$ cat src/verilog/i2c_pkg.sv
package i2c_pkg;

    typedef logic [7:0] data_t;     // One bus byte
    typedef logic [6:0] dev_addr_t; // Word address on the bus

    // Quarter-bit phases, SCL low in PH0/PH1
    typedef enum logic [1:0] {
        PH0,
        PH1,
        PH2,
        PH3
    } phase_t;

    typedef enum logic [3:0] {
        M_IDLE,
        M_START,
        M_ADDR,
        M_ADDR_ACK,
        M_WRITE,
        M_READ,
        M_SLAVE_ACK,
        M_MASTER_ACK,
        M_STOP
    } master_state_t;

    typedef enum logic [3:0] {
        S_IDLE,
        S_ADDR,
        S_ADDR_ACK,
        S_RX_DATA,
        S_TX_DATA,
        S_RX_ACK,
        S_TX_ACK,
        S_WAIT_STOP
    } slave_state_t;

    typedef struct packed {
        logic      read; // 1 read, 0 write
        dev_addr_t addr;
        data_t     data;
    } i2c_req_t;

    // Open-drain pull-down enables of one agent
    typedef struct packed {
        logic scl_low;
        logic sda_low;
    } bus_drive_t;

    function automatic int quarter_cycles(input int clk_freq, input int i2c_freq);
        return clk_freq / i2c_freq / 4;
    endfunction

endpackage

$ cat src/verilog/i2c_loopback_top.sv
`timescale 1ns/100ps

module i2c_loopback_top #(
    parameter int CLK_FREQ  = 40000000,
    parameter int I2C_FREQ  = 100000,
    parameter int MEM_DEPTH = 128
) (
    input  logic              clk,
    input  logic              rst,
    input  logic              start,
    input  i2c_pkg::i2c_req_t req,
    output i2c_pkg::data_t    rdata,
    output logic              busy,
    output logic              done,
    output logic              ack_err
);

    i2c_pkg::bus_drive_t m_drv;
    i2c_pkg::bus_drive_t s_drv;
    logic                scl_line;
    logic                sda_line;

    // Wired-AND, a line is high unless someone pulls it low
    assign scl_line = ~(m_drv.scl_low | s_drv.scl_low);
    assign sda_line = ~(m_drv.sda_low | s_drv.sda_low);

    i2c_master #(
        .CLK_FREQ(CLK_FREQ),
        .I2C_FREQ(I2C_FREQ)
    ) master0 (
        .clk     (clk),
        .rst     (rst),
        .start   (start),
        .req     (req),
        .scl_line(scl_line),
        .sda_line(sda_line),
        .drv     (m_drv),
        .rdata   (rdata),
        .busy    (busy),
        .done    (done),
        .ack_err (ack_err)
    );

    i2c_slave #(
        .MEM_DEPTH(MEM_DEPTH)
    ) slave0 (
        .clk     (clk),
        .rst     (rst),
        .scl_line(scl_line),
        .sda_line(sda_line),
        .drv     (s_drv)
    );

endmodule

$ cat src/verilog/i2c_master.sv
`timescale 1ns/100ps

module i2c_master #(
    parameter int CLK_FREQ = 40000000,
    parameter int I2C_FREQ = 100000
) (
    input  logic                clk,
    input  logic                rst,
    input  logic                start,
    input  i2c_pkg::i2c_req_t   req,
    input  logic                scl_line,
    input  logic                sda_line,
    output i2c_pkg::bus_drive_t drv,
    output i2c_pkg::data_t      rdata,
    output logic                busy,
    output logic                done,
    output logic                ack_err
);

    i2c_pkg::master_state_t state;
    i2c_pkg::phase_t        phase;
    i2c_pkg::phase_t        phase_q;
    i2c_pkg::i2c_req_t      req_q;
    i2c_pkg::data_t         shift;
    logic [2:0]             bit_cnt;
    logic                   run;
    logic                   last_cycle;
    logic                   smp_edge;
    logic                   sda_smp;
    logic                   sda_hold;
    logic                   sda_target;

    assign run = (state != i2c_pkg::M_IDLE);

    i2c_phase_gen #(
        .CLK_FREQ(CLK_FREQ),
        .I2C_FREQ(I2C_FREQ)
    ) phase_gen0 (
        .clk       (clk),
        .rst       (rst),
        .run       (run),
        .phase     (phase),
        .last_cycle(last_cycle)
    );

    // First clock of PH2, SCL just went high
    assign smp_edge = (phase == i2c_pkg::PH2) && (phase_q != i2c_pkg::PH2);

    always_comb begin
        drv.scl_low = ~phase[1];
        sda_target  = 1'b0;
        case (state)
            i2c_pkg::M_IDLE:  drv.scl_low = 1'b0;
            i2c_pkg::M_START: begin
                drv.scl_low = 1'b0;
                sda_target  = phase[1]; // SDA falls with SCL high
            end
            i2c_pkg::M_ADDR,
            i2c_pkg::M_WRITE: sda_target = ~shift[7];
            i2c_pkg::M_STOP:  sda_target = (phase != i2c_pkg::PH3);
            default:          sda_target = 1'b0;
        endcase
        // SDA only moves from PH1 on
        if (state != i2c_pkg::M_IDLE && phase == i2c_pkg::PH0)
            drv.sda_low = sda_hold;
        else
            drv.sda_low = sda_target;
    end

    always_ff @(posedge clk) begin
        if (rst) begin
            state    <= i2c_pkg::M_IDLE;
            phase_q  <= i2c_pkg::PH0;
            bit_cnt  <= '0;
            sda_hold <= 1'b0;
            busy     <= 1'b0;
            done     <= 1'b0;
            ack_err  <= 1'b0;
            rdata    <= '0;
        end else begin
            phase_q  <= phase;
            sda_hold <= drv.sda_low;
            done     <= 1'b0;
            if (smp_edge) begin
                sda_smp <= sda_line;
                if (state == i2c_pkg::M_READ)
                    shift <= {shift[6:0], sda_line};
            end
            case (state)
                i2c_pkg::M_IDLE: begin
                    if (start) begin
                        req_q   <= req;
                        busy    <= 1'b1;
                        ack_err <= 1'b0;
                        rdata   <= '0;
                        state   <= i2c_pkg::M_START;
                    end
                end
                i2c_pkg::M_START: begin
                    if (last_cycle) begin
                        shift <= {req_q.addr, req_q.read};
                        state <= i2c_pkg::M_ADDR;
                    end
                end
                i2c_pkg::M_ADDR,
                i2c_pkg::M_WRITE: begin
                    if (last_cycle) begin
                        shift   <= {shift[6:0], 1'b0};
                        bit_cnt <= bit_cnt + 1'b1;
                        if (bit_cnt == 3'd7)
                            state <= (state == i2c_pkg::M_ADDR) ? i2c_pkg::M_ADDR_ACK
                                                                : i2c_pkg::M_SLAVE_ACK;
                    end
                end
                i2c_pkg::M_ADDR_ACK: begin
                    if (last_cycle) begin
                        if (sda_smp) begin // Address not acknowledged
                            ack_err <= 1'b1;
                            state   <= i2c_pkg::M_STOP;
                        end else if (req_q.read) begin
                            state <= i2c_pkg::M_READ;
                        end else begin
                            shift <= req_q.data;
                            state <= i2c_pkg::M_WRITE;
                        end
                    end
                end
                i2c_pkg::M_READ: begin
                    if (last_cycle) begin
                        bit_cnt <= bit_cnt + 1'b1;
                        if (bit_cnt == 3'd7) begin
                            rdata <= shift;
                            state <= i2c_pkg::M_MASTER_ACK;
                        end
                    end
                end
                i2c_pkg::M_SLAVE_ACK: begin
                    if (last_cycle) begin
                        if (sda_smp)
                            ack_err <= 1'b1;
                        state <= i2c_pkg::M_STOP;
                    end
                end
                i2c_pkg::M_MASTER_ACK: begin
                    if (last_cycle)
                        state <= i2c_pkg::M_STOP; // NACK ends the read
                end
                i2c_pkg::M_STOP: begin
                    if (last_cycle) begin
                        busy  <= 1'b0;
                        done  <= 1'b1;
                        state <= i2c_pkg::M_IDLE;
                    end
                end
                default: state <= i2c_pkg::M_IDLE;
            endcase
        end
    end

    done_busy_a: assert property (
        @(posedge clk) disable iff (rst)
        !(done && busy)
    );

    idle_scl_a: assert property (
        @(posedge clk) disable iff (rst)
        state == i2c_pkg::M_IDLE |-> scl_line
    );

endmodule

$ cat src/verilog/i2c_phase_gen.sv
`timescale 1ns/100ps

module i2c_phase_gen #(
    parameter int CLK_FREQ = 40000000,
    parameter int I2C_FREQ = 100000
) (
    input  logic              clk,
    input  logic              rst,
    input  logic              run,
    output i2c_pkg::phase_t   phase,
    output logic              last_cycle
);

    localparam int QC = i2c_pkg::quarter_cycles(CLK_FREQ, I2C_FREQ);
    localparam int CW = (QC > 1) ? $clog2(QC) : 1;

    logic [CW-1:0] cnt; // Clocks inside the current quarter

    always_ff @(posedge clk) begin
        if (rst || !run) begin
            cnt   <= '0;
            phase <= i2c_pkg::PH0;
        end else if (cnt == CW'(QC - 1)) begin
            cnt   <= '0;
            phase <= i2c_pkg::phase_t'(phase + 2'd1); // PH3 wraps to PH0
        end else begin
            cnt <= cnt + 1'b1;
        end
    end

    // Final clock of the bit period
    assign last_cycle = run && (phase == i2c_pkg::PH3) && (cnt == CW'(QC - 1));

    // Master only drops run on a bit boundary
    phase_idle_a: assert property (
        @(posedge clk) disable iff (rst)
        !run |-> phase == i2c_pkg::PH0
    );

endmodule

$ cat src/verilog/i2c_slave.sv
`timescale 1ns/100ps

module i2c_slave #(
    parameter int MEM_DEPTH = 128
) (
    input  logic                clk,
    input  logic                rst,
    input  logic                scl_line,
    input  logic                sda_line,
    output i2c_pkg::bus_drive_t drv
);

    i2c_pkg::slave_state_t state;
    i2c_pkg::data_t        shift;
    i2c_pkg::data_t        mem_rdata;
    i2c_pkg::dev_addr_t    word_addr;
    logic [2:0]            scl_sr;
    logic [2:0]            sda_sr;
    logic [2:0]            bit_cnt;
    logic                  rw;
    logic                  sda_low;
    logic                  mem_rd;
    logic                  mem_wr;
    logic                  sda_in;
    logic                  scl_rise;
    logic                  scl_fall;
    logic                  start_det;
    logic                  stop_det;
    logic                  addr_ok;

    // [1] is the synchronized line, [2] one clock older
    assign sda_in    = sda_sr[1];
    assign scl_rise  = scl_sr[1] & ~scl_sr[2];
    assign scl_fall  = ~scl_sr[1] & scl_sr[2];
    assign start_det = scl_sr[1] & scl_sr[2] & ~sda_sr[1] & sda_sr[2];
    assign stop_det  = scl_sr[1] & scl_sr[2] & sda_sr[1] & ~sda_sr[2];
    assign addr_ok   = int'(shift[7:1]) < MEM_DEPTH;

    // Word stays fetched through the ack bits
    assign mem_rd = (state == i2c_pkg::S_ADDR_ACK && sda_low && rw) ||
                    (state == i2c_pkg::S_RX_ACK);

    assign drv.scl_low = 1'b0;
    assign drv.sda_low = sda_low;

    i2c_word_mem #(
        .MEM_DEPTH(MEM_DEPTH)
    ) mem0 (
        .clk  (clk),
        .rst  (rst),
        .rd_en(mem_rd),
        .wr_en(mem_wr),
        .addr (word_addr),
        .wdata(shift),
        .rdata(mem_rdata)
    );

    always_ff @(posedge clk) begin
        if (rst) begin
            scl_sr  <= '1;
            sda_sr  <= '1;
            state   <= i2c_pkg::S_IDLE;
            bit_cnt <= '0;
            rw      <= 1'b0;
            sda_low <= 1'b0;
            mem_wr  <= 1'b0;
        end else begin
            scl_sr <= {scl_sr[1:0], scl_line};
            sda_sr <= {sda_sr[1:0], sda_line};
            mem_wr <= 1'b0;
            if (start_det) begin
                bit_cnt <= '0;
                sda_low <= 1'b0;
                state   <= i2c_pkg::S_ADDR;
            end else if (stop_det) begin
                sda_low <= 1'b0;
                state   <= i2c_pkg::S_IDLE;
            end else begin
                case (state)
                    i2c_pkg::S_ADDR,
                    i2c_pkg::S_RX_DATA: begin
                        if (scl_rise) begin
                            shift   <= {shift[6:0], sda_in};
                            bit_cnt <= bit_cnt + 1'b1;
                            if (bit_cnt == 3'd7)
                                state <= (state == i2c_pkg::S_ADDR) ? i2c_pkg::S_ADDR_ACK
                                                                    : i2c_pkg::S_TX_ACK;
                        end
                    end
                    i2c_pkg::S_ADDR_ACK: begin
                        // sda_low tells ack start from ack end
                        if (scl_fall && !sda_low) begin
                            if (addr_ok) begin
                                sda_low   <= 1'b1;
                                word_addr <= shift[7:1];
                                rw        <= shift[0];
                            end else begin
                                state <= i2c_pkg::S_WAIT_STOP; // NACK by silence
                            end
                        end else if (scl_fall) begin
                            if (rw) begin
                                shift   <= mem_rdata;
                                sda_low <= ~mem_rdata[7];
                                state   <= i2c_pkg::S_TX_DATA;
                            end else begin
                                sda_low <= 1'b0;
                                state   <= i2c_pkg::S_RX_DATA;
                            end
                        end
                    end
                    i2c_pkg::S_TX_ACK: begin
                        if (scl_fall && !sda_low) begin
                            sda_low <= 1'b1;
                            mem_wr  <= 1'b1;
                        end else if (scl_fall) begin
                            sda_low <= 1'b0;
                            state   <= i2c_pkg::S_WAIT_STOP;
                        end
                    end
                    i2c_pkg::S_TX_DATA: begin
                        if (scl_fall) begin
                            bit_cnt <= bit_cnt + 1'b1;
                            if (bit_cnt == 3'd7) begin
                                sda_low <= 1'b0; // Free SDA for master ack
                                state   <= i2c_pkg::S_RX_ACK;
                            end else begin
                                shift   <= {shift[6:0], 1'b0};
                                sda_low <= ~shift[6];
                            end
                        end
                    end
                    i2c_pkg::S_RX_ACK: begin
                        if (scl_rise && sda_in) begin
                            state <= i2c_pkg::S_WAIT_STOP;
                        end else if (scl_fall) begin
                            // Master acked, send the word again
                            shift   <= mem_rdata;
                            sda_low <= ~mem_rdata[7];
                            state   <= i2c_pkg::S_TX_DATA;
                        end
                    end
                    i2c_pkg::S_IDLE,
                    i2c_pkg::S_WAIT_STOP: ;
                    default: state <= i2c_pkg::S_IDLE;
                endcase
            end
        end
    end

    mem_wr_range_a: assert property (
        @(posedge clk) disable iff (rst)
        mem_wr |-> int'(word_addr) < MEM_DEPTH
    );

endmodule

$ cat src/verilog/i2c_word_mem.sv
`timescale 1ns/100ps

module i2c_word_mem #(
    parameter int MEM_DEPTH = 128
) (
    input  logic               clk,
    input  logic               rst,
    input  logic               rd_en,
    input  logic               wr_en,
    input  i2c_pkg::dev_addr_t addr,
    input  i2c_pkg::data_t     wdata,
    output i2c_pkg::data_t     rdata
);

    i2c_pkg::data_t mem [MEM_DEPTH];

    always_ff @(posedge clk) begin
        if (rst) begin
            for (int i = 0; i < MEM_DEPTH; i++)
                mem[i] <= i2c_pkg::data_t'(i); // Word i holds i
        end else if (wr_en) begin
            mem[addr] <= wdata;
        end
    end

    // Registered read, valid one clock after rd_en
    always_ff @(posedge clk) begin
        if (rd_en)
            rdata <= mem[addr];
    end

endmodule
$ cat config.mk
export PLATFORM = sky130hd
export DESIGN_NAME = i2c_loopback_top
export DESIGN_NICKNAME = d
export VERILOG_FILES = /design/src/verilog/i2c_pkg.sv /design/src/verilog/i2c_loopback_top.sv /design/src/verilog/i2c_master.sv /design/src/verilog/i2c_phase_gen.sv /design/src/verilog/i2c_slave.sv /design/src/verilog/i2c_word_mem.sv
export SDC_FILE = /design/constraint.sdc
export NUM_CORES = 2
export LEC_CHECK = 0
export BUFFER_PORTS_ARGS = -buffer_cell sky130_fd_sc_hd__buf_4
export CAP_MARGIN = 10
export CORE_ASPECT_RATIO = 1.1
export CORE_MARGIN = 8
export CORE_UTILIZATION = 50
export CTS_CLUSTER_DIAMETER = 150
export DETAILED_ROUTE_END_ITERATION = 8
export MAX_ROUTING_LAYER = met4
export PLACE_DENSITY = 0.74
export SETUP_SLACK_MARGIN = 0.4
export SYNTH_ARGS = -nofsm -noshare
export SYNTH_HDL_FRONTEND = slang
export SYNTH_SLANG_ARGS = --single-unit
$ cat constraint.sdc
create_clock -name clk -period 6.06 [get_ports clk]
set_input_delay 0.303 -clock clk [delete_from_list [all_inputs] [get_ports clk]]
set_output_delay 0.303 -clock clk [all_outputs]
set_load 0.05 [all_outputs]
# Yosys cells after proc, flatten, opt, wreduce, memory -nomap -nowiden
# Memories as Yosys holds them, arrays and structs flattened. A register that Yosys moved wholly into a read port is not among the register bits.
# Cells that the tools add are included.
[word_totals]
ff_bits = 86
latch_bits = 0
mem_bits_rw = 1024
mem_bits_ro = 0
in_bits = 19
out_inout_bits = 11
wordCells = 243
n_memories = 1
[mem_list]
columns = ["memory", "words", "word_bits", "rd", "rd_clocked_by_memory_dff", "wr", "line", "text"]
rows = [
  ["slave0.mem0.mem", 128, 8, 1, 1, 128, "i2c_word_mem.sv:15", "i2c_pkg::data_t mem [MEM_DEPTH];"],
]
[op_classes]
n_addsub = 4
multipliers = 0
div = 0
order_cmp = 0
n_eq_ne = 58
shifts = 0
n_mux = 82
bitwise = 24
reduce_logical = 49
[ops]
columns = ["operator", "n"]
rows = [
  ["$mux 8", 19],
  ["$mux 4", 20],
  ["$ne 2x1->1 const B", 17],
  ["$eq 4x3->1 const B", 8],
  ["$pmux 8 s4", 1],
  ["$pmux 4 s7", 1],
  ["$mux 1", 27],
  ["$ne 4x1->1 const B", 6],
  ["$pmux 4 s6", 1],
  ["$pmux 8 s3", 1],
  ["$reduce_and 10->1", 2],
  ["$reduce_or 2->1", 9],
  ["$eq 4x2->1 const B", 4],
  ["$ne 2x2->1 const B", 8],
  ["$not 1->1", 16],
  ["$pmux 8 s2", 1],
  ["$reduce_and 4->1", 4],
  ["$mux 3", 5],
  ["$reduce_and 12->1", 1],
  ["$reduce_bool 4->1", 3],
  ["$reduce_and 9->1", 1],
  ["$eq 4x1->1 const B", 2],
  ["$logic_and 1x1->1", 8],
  ["$logic_not 4->1", 2],
  ["other kinds (29)", 50],
]

# Logic depth before layout (Yosys ltp)
[depth]
ltp_word = 12
mapped_depth = 11
depth_no_buf = 7

# By module
# From an unflattened synthesis, not the netlist that was laid out.
[hier_totals]
cells_unflattened = 4243
area_unflattened_um2 = 53077.2
[by_module_without_submodules]
columns = ["module", "n_inst", "cells_each", "area_each_um2", "seq_area_each_um2"]
rows = [
  ["i2c_word_mem", 1, 3823, 48863.1, 30989.7],
  ["i2c_master", 1, 242, 2316.0, 1171.1],
  ["i2c_slave", 1, 134, 1510.2, 750.7],
  ["i2c_phase_gen", 1, 42, 380.4, 180.2],
  ["i2c_loopback_top", 1, 2, 7.5, 0.0],
]

# Least setup slack after synthesis
# Ideal clock, no wire load.
[synth_timing]
kind = "register to register"
startpoint = "register slave0.word_addr[0]"
endpoint = "memory slave0.mem0.mem[44][0] (netlist bit) (enable)"
setup_time_ns = 0.384
arrival_ns = 2.293
required_time_ns = 5.676
slack_ns = 3.383
path_stages_with_launch = 9
n_path_buf = 5
synth_period_minus_slack_ns = 2.677
path_cell_list = "edfxtp_1 -> buf_6 -> buf_6 -> nor2_2 -> buf_2 -> nand3_1 -> buf_2 -> clkbuf_1 -> o21ai_0"
[synth_rtl]
columns = ["element", "line", "text"]
rows = [
  ["start, declared", "i2c_slave.sv:16", "i2c_pkg::dev_addr_t word_addr;"],
  ["start signal, assigned", "i2c_slave.sv:95", "word_addr <= shift[7:1];"],
  ["end, declared", "i2c_word_mem.sv:15", ""],
]

==> run metrics <==
crit-path cells buf_12, and2_2, buf_4, a21oi_1, nand3_1, nand3_1, a211oi_1, nand4_1; Routed wire per std cell 31.2 um; simple-gate portion of the synthesized area between 10 and 15%; Layout Nets 3957; Syn Inst Count slightly above 4000; number of routed nets with antenna violations 0; syn_nets just over 4000; Power, Total 15.9 mW; final hold vios 0; Setup CP Type reg2reg; slowest CP cell and2_2; Overflow after GRT 0; CTS Buffer Depth 3; first-pass GRT wire length 245 mm; routability cong. 1.05; combinational family with the most area after synthesis simple AND/OR/NAND/NOR gates; clk_lat worst skew 0.73 ns; largest cells by area after synthesis edfxtp_1, nor3_1, mux2i_1; Root Driver clkbuf_16; Mapped Area 51600 sq um; CTS Buf Count 107; fin. max-slew vios 0; Post-CTS Resized 0; Lkg Pwr 17.1 nW; Seq cells post-synth 1117; ys flop type edfxtp_1; htree depth 3; CP Max Fanout between 100 and 150; CP Capture Type flop; clk_skew 0.0478 ns; via-per-instance ratio between 6 and 7; Worst R2R Setup Slack 1.85 ns; Max-cap violations 0; Slew Limit Headroom 13.8%; core area approximately 100000 sq um; R2R Path End slave0.mem0.rdata[2]$_DFFE_PP_; share of cells above drive strength 1 13.3%; Critical R2R Launch slave0.word_addr[0]$_DFFE_PP_; r2r worst-path depth 8; Setup crit start kind flop; post-route setup TNS 0 ns; FP Rows approximately 120; DRT iter0 DRCs 7405; fin util 55.3%; DRT Pass-1 Iters 7; setup violation total in the final timing report 0; CTS tree yes; TritonCTS sink count about 1100; register area share after synthesis 64.2%; routed wire length 169 mm; min Tclk post-route about 4.2 ns; Area Growth Syn to Fin 9.67%; Worst path max stage delay 0.82 ns; Hold Path Depth 2; RSZ-0062 raised after global routing no; I/O Buffers 29; post-synth top area share 62.4%; largest net degree at the start of global routing 118; post-synthesis compound-gate area fraction 9.39%; hold_ws 0.302 ns; Hold Startpoint req[6]; GRT Total Usage 29.6%; Synth async-reset ratio 0%; Initial Util ~50%; initial antenna violation count 9; clk slew on worst S/H paths 0.07 ns; io pins 30; die area between 100000 and 150000 sq um; detailed placer's ending HPWL 104 mm; most frequent cells after synthesis edfxtp_1, nor3_1, nand2_1; Syn. warnings 0; distinct cell type count after synthesis 88; run status finished, final reports clean; Post-Synth Adder-Cell Area 0.194%; worst hold path type in2reg; peak supply drop 0.000224 V; P per Cell Area 281 nW/um^2; Critical Path RT about 6.5 ns; EDFF count, synth 1072; total number of vias ~38000; vias in the first global route about 35000; XOR/XNOR share of the synthesized area 0.170%; count leader, synth edfxtp_1; cell accounting for the most synthesized area edfxtp_1; DRC 0; Die Wd 322 um; most used cell, CP nand3_1; Worst Path Arrival 4.64 ns; Achievable Freq 0.237 GHz; Tightest Pin Transition around 1.3 ns; Synth Area per Inst 12.6 sq um; Die Ht roughly 350 um; Final period util 69.5%; multiplexer share of the synthesized area 7.45%; WHS Endpoint master0.req_q[6]$_DFFE_PP_
## sequential cells by signal, indices dropped and copies added (netlist names), 2 cells and up
register                  flops
master0.rdata                 8
slave0.shift                  8
slave0.mem0.rdata             8
slave0.mem0.mem            1024
slave0.scl_sr                 3
master0.shift                 8
master0.bit_cnt               3
master0.state                 4
master0.phase_q               2
slave0.word_addr              7
slave0.bit_cnt                3
slave0.sda_sr                 3
master0.phase_gen0.phase      2
master0.req_q                16
master0.phase_gen0.cnt        7
slave0.state                  3
## repair_timing
item | 4_1_cts | 5_1_grt
buffers inserted | 0 | 0
endpoints found under the hold margin | 31 | 0
hold buffers | 18 | 0
## cells in the final DEF (no fill, tap or decap), types with 18 or more instances in the layout
cell and instances:
nor2_1 211, mux4_2 59, o2bb2ai_1 19, o21ai_0 181, dfxtp_1 45, clkbuf_1 20, a22oi_1 72, edfxtp_1 1072
and3_1 48, a221oi_1 109, nand3_1 29, a22o_1 29, mux2i_1 165, clkinv_2 24, o22ai_1 44, o221ai_1 25
nand2b_1 18, a221o_1 33, mux2_2 61, dlygate4sd3_1 18, or3_1 188, and2_1 176, nor3_1 386, a21oi_1 69
buf_4 151, nand2_1 349, clkbuf_16 109
## logic make-up (layout without fill, tap and decap cells)
kind of cell,after synthesis,in the layout
buffers and inverters,483,424
other,0,9
DFF,1117,1117
and+or+nand+nor,1485,1485
adders and majority gates,8,8
AOI/OAI and AO/OA,681,681
muxes,294,294
xor gates and xnor gates,10,10
## layout make-up
cell class | instances | area (sq um)
Multi-Input combinational cell | 2478 | 16500
Clock buffer | 134 | 2870
Antenna cell | 9 | 22.5
Sequential cell | 1117 | 33100
Timing Repair Buffer | 202 | 1640
Inverter | 24 | 106
Clock inverter | 64 | 649
Tap cell | 1375 | 1720
Fill cell | 8086 | 45800
## worst max-delay path: cells and delay by family (launching register included)
kind,cells,cell delay [ns]
buffers and inverters,2,1.12
AOI/OAI and AO/OA,2,0.86
and+or+nand+nor,4,1.34
DFF,1,0.44
## worst max-delay path by stage
stage | endpoint | start
finish | slave0.mem0.rdata[2]$_DFFE_PP_ | slave0.word_addr[0]$_DFFE_PP_
global route | slave0.mem0.rdata[2]$_DFFE_PP_ | slave0.word_addr[0]$_DFFE_PP_
CTS | slave0.mem0.mem[9][4]$_SDFFCE_PN0P_ | slave0.word_addr[0]$_DFFE_PP_
detailed placement | slave0.mem0.mem[9][4]$_SDFFCE_PN0P_ | slave0.word_addr[0]$_DFFE_PP_
global placement | slave0.mem0.rdata[0]$_DFFE_PP_ | slave0.word_addr[2]$_DFFE_PP_
floorplan | slave0.mem0.mem[44][0]$_SDFFCE_PN0P_ | slave0.word_addr[0]$_DFFE_PP_
## routing by layer
layer | routed length [um] | GRT usage (%) | vias up | share of wire [%]
met5 | 0 | - | - | 0
met4 | 13600 | 18.8 | 0 | 8.0
met3 | 25000 | 8.30 | 738 | 15
met2 | 74400 | 43.0 | 3482 | 44
met1 | 55700 | 36.3 | 18100 | 33
li1 | - | - | 15200 | -
## metrics by stage
step / setup WS, ns / cells / cell area [sq um]
5_1_grt: 1.86 / 5401 / 56600
3_3_place_gp: 2.32 / 5150 / 52700
4_1_cts: 2.19 / 5373 / 56400
2_1_floorplan: 3.38 / 4078 / 51600
6_report: 1.85 / 5403 / 56600
3_5_place_dp: 2.21 / 5157 / 52700
## power by group
| group | internal [mW] | switching (mW) | total [mW] |
|---|---|---|---|
| Sequential | 8.58 | 0.0835 | 8.67 |
| Combinational | 0.106 | 0.297 | 0.404 |
| Clock | 3.77 | 3.04 | 6.80 |
| Total | 12.5 | 3.42 | 15.9 |
No activity file was read; power rests on OpenSTA's default activity.
